$ cat src/program.hex
// HACK program image for the instruction ROM
// One 16-bit instruction per line in hex, then its assembly form
1001	// @4097 button register
FC10	// D=M
1000	// @4096 LED register
E308	// M=D
0010	// @16
E308	// M=D, keep buttons in RAM
0003	// @3
E4D0	// D=D-A
0012	// @18 special case
E302	// D;JEQ
0010	// @16
FC10	// D=M, reload from RAM
0005	// @5
E090	// D=D+A
100B	// @4107 DEBUG0
E308	// M=D
0000	// @0
EA87	// 0;JMP
100B	// @4107 DEBUG0
EE88	// M=-1
0000	// @0
EA87	// 0;JMP

$ cat src/design/hackPkg.sv
package hackPkg;

	typedef logic [15:0] word;			// HACK machine word

	// Memory depths in words
	localparam int ramWords = 3840;			// Data RAM 0 to 3839
	localparam int romWords = 256;			// Instruction ROM

	// I/O register addresses
	localparam logic [14:0] ledAddr = 15'd4096;	// LED, 2 bits kept
	localparam logic [14:0] butAddr = 15'd4097;	// Buttons, read only
	localparam logic [14:0] debugAddr = 15'd4107;	// DEBUG0

	// Program image for the ROM
	localparam romFile = "/design/src/program.hex";		// One hex word per line

	// CPU to memory map, no handshake
	typedef struct packed {
		logic [14:0] addr;			// Word address, taken from A
		word wdata;				// ALU result, outM
		logic write;				// writeM
	} dataBus;

endpackage

$ cat src/design/memoryMap.sv
`timescale 1ns/1ns

module memoryMap (
	input hackPkg::dataBus bus,			// From CPU
	input hackPkg::word ramData,			// RAM read
	input hackPkg::word ledData,			// 4096
	input hackPkg::word butData,			// 4097
	input hackPkg::word debugData,			// 4107
	output logic ramLoad,				// RAM write strobe
	output logic ledLoad,				// LED write strobe
	output logic debugLoad,				// DEBUG0 write strobe
	output hackPkg::word inM			// Back to CPU
);
	import hackPkg::*;

	logic inRam;					// 0 to 3839
	logic isLed;
	logic isBut;
	logic isDebug;

	// Address decode
	assign inRam = (bus.addr < 15'(ramWords));
	assign isLed = (bus.addr == ledAddr);
	assign isBut = (bus.addr == butAddr);
	assign isDebug = (bus.addr == debugAddr);

	// Write strobes, buttons have none
	assign ramLoad = bus.write && inRam;
	assign ledLoad = bus.write && isLed;
	assign debugLoad = bus.write && isDebug;

	// Read merge, decodes are disjoint
	always_comb begin
		if (inRam) begin
			inM = ramData;
		end else if (isLed) begin
			inM = ledData;
		end else if (isBut) begin
			inM = butData;
		end else if (isDebug) begin
			inM = debugData;
		end else begin
			inM = '0;				// Reserved and unmapped
		end
	end

endmodule

$ cat config.mk
export PLATFORM = sky130hd
export DESIGN_NAME = memoryMap
export DESIGN_NICKNAME = d
export VERILOG_FILES = /design/src/design/hackPkg.sv /design/src/design/memoryMap.sv
export SDC_FILE = /design/constraint.sdc
export NUM_CORES = 1
export LEC_CHECK = 0
export ABC_CLOCK_PERIOD_IN_PS = 1560
export BUFFER_PORTS_ARGS = -buffer_cell sky130_fd_sc_hd__buf_2
export CAP_MARGIN = 30
export CORE_ASPECT_RATIO = 0.9
export CORE_MARGIN = 2
export CORE_UTILIZATION = 28
export DETAILED_ROUTE_END_ITERATION = 8
export GPL_ROUTABILITY_DRIVEN = 1
export GPL_TIMING_DRIVEN = 0
export PLACE_DENSITY = 0.84
export SYNTH_ARGS = -nofsm -noshare
export SYNTH_HDL_FRONTEND = slang
export SYNTH_SLANG_ARGS = --single-unit
$ cat constraint.sdc
create_clock -name vclk -period 1.56
set_input_delay 0.312 -clock vclk [all_inputs]
set_output_delay 0.312 -clock vclk [all_outputs]
set_load 0.05 [all_outputs]
==> out/results.ini <==
[yosys]
synth.avg_cell_area_sq_um=9.284
yosysUniqueCellTypes=18
synth_nets=165
synth_top_area_cell=mux2i_1
netlist_area_sq_um=640.6
synth_area_leaders=mux2i_1 25%, a22o_1 22%, o2bb2ai_1 22%, buf_6 7.0%, nor4_4 3.3%
synthCells=69
ys_seq_area_share_pct=0
ys_warn_count=0
synthDominantCellAreaShare_pct=25.00

[final_layout]
num_antenna_cells=0
drive_above_1_share_pct=85.55
layout_commonest_cell=buf_2
area_delta_synth_final_pct=172.1
final_cell_mix=71 x buf_2, 19 x buf_8, 16 x buf_6, 16 x mux2i_1, 16 x a22o_4
layoutNonFillerInstCount=200
multiInputGateArea_sq_um=784.5
seq_cell_count=0
final_util_pct=80.61
nClkBuffers=0
fill_cells=139
final_nets=271
seqCellArea_sq_um=0

[drt]
via_per_inst=5.200
detailedRoute.firstIterationViolations=1
wl_per_cell_microns=17.75
route.vias.total=1040
drc=0
antenna_left=0
wirelength_microns=3549
first_pass_iters=2

[setup_path]
cpPeakStageDelay_ns=0.27
critPathLaunchType=input pin
path_common_cell=buf_6
crit_arrival_ns=1.44
crit_chain=buf_6 -> nor4_4 -> and3_1 -> buf_6 -> buf_12 -> a22o_4 -> buf_8
cp.required_ns=1.25
path_class=input pin to primary output
crit_buf_inv=4
cp-end-kind=primary output
cp_max_fo=6
critPathTopFamily=buffers and inverters
critPathSlowestCell=nor4_4

[placement]
hpwl_microns=2280
dp.cells=194
gp_congestion=0.7242
port_buffers=98

[sta]
finalHoldViolations=0
fin_crit_sh_pct=112.0
tightestPinTransition_ns=0.2207
maxSlewHeadroom_pct=84.87
rsz0062_at_grt=yes
timing.final.max_slew_violations=0
max_freq_ghz=0.5722
setup_slack_ns=-0.1878
fin_crit_ns=1.748
setup_viol=19

[global_route]
grt_overflow=0
antenna_found_initial=0
grt_max_degree=11
grt_pass1_wl_microns=5050
grt_pass1_vias=1130
grt_use_total_pct=25.30

[power_and_ir_drop]
ir_worst_vdd_v=0.0001387
p_leak_nw=0.8930
p_per_area_mw_per_mm2=216.9

[run_status]
status=complete, but fails checks
violations=setup timing

[floorplan]
die_h_microns=49.38
pin_count=115
die_area_sq_mm=0.002687
coreArea_sq_mm=0.002162
die_x_microns=54.42
std_cell_rows=16
initial_utilization_pct=29.63

[clock_tree]
holdBufCountCts=0

[min_path]
hp-class=input pin to primary output

[job]
cap_viol_max_count=0

[cell type report]
class,count,area share [%]
Buffer,8,6.030
Tap cell,27,1.938
Multi-Input combinational cell,60,45.01
Timing Repair Buffer,105,47.02
[cell families (layout without fill, tap and decap cells)]
| family | Yosys count | count (layout) | share of synthesized area (%) |
|---|---|---|---|
| buf+inv | 9 | 113 | 15.62 |
| mux | 16 | 16 | 25.00 |
| compound gates | 32 | 32 | 43.75 |
| simple gates | 12 | 12 | 15.63 |
[routing by layer]
layer	vias up	share of wire (%)	GRT usage, %	routed length, microns
met2	66	54	50.60	1926
li1	504	-	-	-
met3	12	8.4	2.454	299
met5	-	0	0	0
met1	458	34	24.91	1193
met4	0	3.7	9.167	130
[synth_stat cells (all sizes together)]
master	instances
o2bb2ai	16
and3	4
a22o	16
and4	1
clkbuf	1
nor4b	1
buf	8
and2	1
nor2	1
nor4	3
mux2i	16
or2	1
[final timing paths]
path | to | slack (ns) | startpoint | cells past startpoint
worst min-delay path | inM[3] | 0.96 | ramData[3] | 3
worst max-delay path | inM[10] | -0.19 | bus[23] | 7
[through the flow]
step	power, mW	hold slack, ns	instance area, sq um	setup TNS [ns]	worst slack, ns
2_1_floorplan	0.1524	0.8172	725.7	-0.1695	-0.08146
3_3_place_gp	0.2724	1.058	1250	-6.262	-0.4156
3_5_place_dp	0.2810	1.063	1250	-6.266	-0.4048
4_1_cts	0.3572	0.9606	1689	-2.623	-0.1550
5_1_grt	0.3988	0.9690	1743	-4.055	-0.2410
6_report	0.3781	0.9632	1743	-3.107	-0.1878
[repair_timing]
action	in CTS	in global routing
pin swaps	13	8
gates cloned	2	0
endpoints found under the setup margin	19	19
resized for setup	86	9
setup buffers	5	0
[report_power, final]
group | switching [mW] | internal [mW]
clock network | 0 | 0
registers | 0 | 0
logic | 0.176 | 0.202
total | 0.176 | 0.202
Power figures use the tool's default switching activity.
