`config.mk`:
```
export PLATFORM = sky130hd
export DESIGN_NAME = ioRegs
export DESIGN_NICKNAME = d
export VERILOG_FILES = /design/src/design/hackPkg.sv /design/src/design/ioRegs.sv
export SDC_FILE = /design/constraint.sdc
export NUM_CORES = 1
export LEC_CHECK = 0
export CAP_MARGIN = 0
export CORE_MARGIN = 3
export CORE_UTILIZATION = 41
export DETAILED_ROUTE_END_ITERATION = 12
export DONT_BUFFER_PORTS = 1
export PLACE_DENSITY = 0.66
export SLEW_MARGIN = 0
export SYNTH_ARGS = -nofsm -noshare
export SYNTH_HDL_FRONTEND = slang
export SYNTH_SLANG_ARGS = --single-unit
export TNS_END_PERCENT = 50
```
`constraint.sdc`:
```
create_clock -name clk -period 1 [get_ports clk]
set_input_delay 0.05 -clock clk [delete_from_list [all_inputs] [get_ports clk]]
set_output_delay 0.05 -clock clk [all_outputs]
set_load 0.03 [all_outputs]
```
`src/program.hex`:
```
// HACK program image for the instruction ROM
// One 16-bit instruction per line in hex, then its assembly form
1001	// @4097 button register
FC10	// D=M
1000	// @4096 LED register
E308	// M=D
0010	// @16
E308	// M=D, keep buttons in RAM
0003	// @3
E4D0	// D=D-A
0012	// @18 special case
E302	// D;JEQ
0010	// @16
FC10	// D=M, reload from RAM
0005	// @5
E090	// D=D+A
100B	// @4107 DEBUG0
E308	// M=D
0000	// @0
EA87	// 0;JMP
100B	// @4107 DEBUG0
EE88	// M=-1
0000	// @0
EA87	// 0;JMP

```
`src/design/hackPkg.sv`:
```
package hackPkg;

	typedef logic [15:0] word;			// HACK machine word

	// Memory depths in words
	localparam int ramWords = 3840;			// Data RAM 0 to 3839
	localparam int romWords = 256;			// Instruction ROM

	// I/O register addresses
	localparam logic [14:0] ledAddr = 15'd4096;	// LED, 2 bits kept
	localparam logic [14:0] butAddr = 15'd4097;	// Buttons, read only
	localparam logic [14:0] debugAddr = 15'd4107;	// DEBUG0

	// Program image for the ROM
	localparam romFile = "/design/src/program.hex";		// One hex word per line

	// CPU to memory map, no handshake
	typedef struct packed {
		logic [14:0] addr;			// Word address, taken from A
		word wdata;				// ALU result, outM
		logic write;				// writeM
	} dataBus;

endpackage

```
`src/design/ioRegs.sv`:
```
`timescale 1ns/1ns

module ioRegs (
	input logic clk,
	input logic arstN,
	input hackPkg::word wdata,			// Write data from CPU
	input logic ledLoad,				// Write to 4096
	input logic debugLoad,				// Write to 4107
	input logic [1:0] but,				// Button pins
	output hackPkg::word ledData,			// LED read value
	output hackPkg::word butData,			// Button read value
	output hackPkg::word debugData			// DEBUG0 read value
);
	import hackPkg::*;

	logic [1:0] ledReg;				// Only 2 LEDs
	logic [1:0] butReg;				// Sampled pins
	word debugReg;					// DEBUG0

	// LED register
	always_ff @(posedge clk or negedge arstN) begin
		if (!arstN) begin
			ledReg <= '0;
		end else if (ledLoad) begin
			ledReg <= wdata[1:0];			// Upper bits dropped
		end
	end

	// Button register, loads every cycle
	always_ff @(posedge clk or negedge arstN) begin
		if (!arstN) begin
			butReg <= '0;
		end else begin
			butReg <= but;
		end
	end

	// DEBUG0 register
	always_ff @(posedge clk or negedge arstN) begin
		if (!arstN) begin
			debugReg <= '0;
		end else if (debugLoad) begin
			debugReg <= wdata;
		end
	end

	// Read values, zero extended
	assign ledData = {14'd0, ledReg};
	assign butData = {14'd0, butReg};
	assign debugData = debugReg;

endmodule

```
==> impl_metrics.yaml <==
power_and_ir_drop:
  clkPwrFrac: 0.294
  p_seq_frac: 0.430
  p_comb_frac: 0.276
  switching_share: 0.2990
  peakVddDrop_v: 0.001061
  p_switching_mw: 0.6493
  power.internal_mw: 1.522
  p_leak_nw: 0.6451
  power_density_nw_per_um2: 1708
finish:
  fin_nets: 131
  mostFrequentLayoutCells: "conb_1 (28), dfrtp_1 (20), dlygate4sd3_1 (19)"
  syn2layout_area_growth_pct: 28.93
  layout_commonest_cell: "conb_1"
  instances_no_fill: 136
  diodes: 0
  layout-drive-gt1-share: 0.3704
  fin_util: 0.5638
sta:
  skew_ns: 0
  clock.fmax_mhz: 1071
  tns_ns: 0
  report.final.hold_viol_count: 36
  fin_crit_sh: 0.9336
  hold_slack_ns: -0.09060
  rsz0062_at_grt: "no"
  drv_slew: 0
  fin_crit_ns: 0.9336
  worstMarginPinSlew_ns: 0.8627
  relSlewSlack: 0.4248
  setup_viol: 0
floorplanning:
  die_h_um: 55.04
  num_io_pins: 70
  die_x_um: 55.04
  rows: 17
  start_util: 0.4373
  die_area_um2: 3029
  core_um2: 2255
cts:
  cts_tree: "yes"
  ctsHoldBuffers: 20
  clk_path_buf_depth: 2
  cts.sinks: 20
  htree_num_levels: 1
  worstSkewPairLatency_ns: 0.29
  root_buffer: "clkbuf_4"
  clkTransAtPathRegs_ns: 0.11
  cts_buffers: 3
status:
  violations: "negative hold slack"
  outcome: "complete, but fails checks"
drt:
  drc: 0
  vias: 539
  routed_via_density: 3.963
  drt_iter0_markers: 0
  drt-pass1-iter-count: 1
  drt_wl_total_um: 1740
  ant_nets: 0
  routedWlPerCell_um: 12.79
yosys:
  synth_area_um2: 985.9
  synth_top_area_share: 0.5076
  ys_seq_area_frac: 0.5076
  synth.area.top_cells: "dfrtp_1 (51%), buf_4 (21%), mux2_4 (15%)"
  ys_types: 7
  synth_seq_cells: 20
  synthAdderAreaFrac: 0
  synth_top_family_by_area: "buffers and inverters"
  synth-simple-area-share: 0
  synth-compound-area-share: 0
  synth.area.mux_share: 0.2437
  synthCells: 69
  syn_area_per_cell_um2: 14.29
  yosys.area.top_type: "dfrtp_1"
  synth_xor_area_frac: 0
  yosys_warnings: 0
worst_setup_path:
  path_class: "reg2out"
  slowest_delay_ns: 0.41
  path_buf_inv: 1
  crit_family: "flip-flops"
  crit_chain: "buf_4"
  crit_slowest_cell: "dfrtp_1"
  cp_data_arrival_time_ns: 0.88
  endpoint_kind: "output port"
  cp_max_fo: 2
  cp_data_required_time_ns: 0.95
  start_kind: "flop"
global_route:
  grt_pass1_wl_um: 2173
  track_usage: 0.1010
  grt_overflow_total: 0
  grt_max_degree: 21
  antenna_found_initial: 0
  grt_pass1_vias: 501
placement:
  port_buffers: 0
  placed_cells: 112
  dp_hpwl_um: 1175
  place_congestion: 0.5763
worst_hold_path:
  min_path_type: "in2reg"
run:
  maxCapViolations: 0
-- flip-flops by register name, summed over array words and instances (netlist names) --
register   count
butReg         2
debugData     16
ledReg         2
-- layer usage --
layer,track usage,vias to the layer above,share of wire
met4,0.01215,0,0
met3,0.04290,0,0.11
met5,0,-,0
met1,0.1091,260,0.36
met2,0.1870,35,0.54
li1,-,244,-
-- cell families (layout without fill, tap and decap cells) --
| family | count (synthesis) | in the layout |
|---|---|---|
| buf+inv | 30 | 42 |
| flops | 20 | 20 |
| mux | 18 | 18 |
| other cells | 1 | 28 |
-- path summary, 6_finish.rpt --
kind,slack [ns],end,depth (start not counted),startpoint
min in group asynchronous,-0.08,debugData[11]$_DFFE_PN0P_,1,arstN
worst min register to register,0.52,debugData[0]$_DFFE_PN0P_,1,debugData[0]$_DFFE_PN0P_
worst max-delay path,0.07,debugData[12],1,debugData[12]$_DFFE_PN0P_
worst max register to register,0.22,debugData[12]$_DFFE_PN0P_,1,debugData[12]$_DFFE_PN0P_
max in group asynchronous,0.54,debugData[14]$_DFFE_PN0P_,1,arstN
worst min-delay path,-0.09,debugData[4]$_DFFE_PN0P_,1,debugLoad
-- synth_stat cells (all sizes together) --
cell   number
mux2       18
conb        1
dfrtp      20
buf        30
-- power by group through the flow --
stage | registers [mW] | clock network, mW | logic [mW]
floorplan | 1.10 | 0 | 0.346
global placement | 0.944 | 0 | 0.515
detailed placement | 0.950 | 0 | 0.517
CTS | 0.934 | 0.662 | 0.598
global route | 0.945 | 0.692 | 0.633
finish | 0.935 | 0.638 | 0.599
-- metrics by stage --
stage	instance area (um2)	power, mW	hold WS, ns	setup WS [ns]
floorplan	1087	1.441	-0.2456	0.1113
global placement	1016	1.460	-0.2450	0.2580
detailed placement	1016	1.467	-0.2451	0.2364
CTS	1269	2.194	-0.1054	0.06310
global route	1271	2.270	-0.1165	0.02860
finish	1271	2.171	-0.09060	0.06644
-- what timing repair did --
| item | in CTS | in global routing |
|---|---|---|
| buffers inserted | 0 | 0 |
| endpoints found under the hold margin | 40 | 28 |
| endpoints found under the setup margin | 0 | 20 |
| resized for setup | 0 | 1 |
-- layout make-up --
type | instances | area (um2)
clock inverters | 1 | 30.03
repair buffers | 38 | 337.8
multi-input cells | 46 | 345.3
well taps | 28 | 35.03
flip-flops and latches | 20 | 500.5
clock buffers | 3 | 22.52
fillers | 191 | 983.4
(Power assumes the default switching activity.)
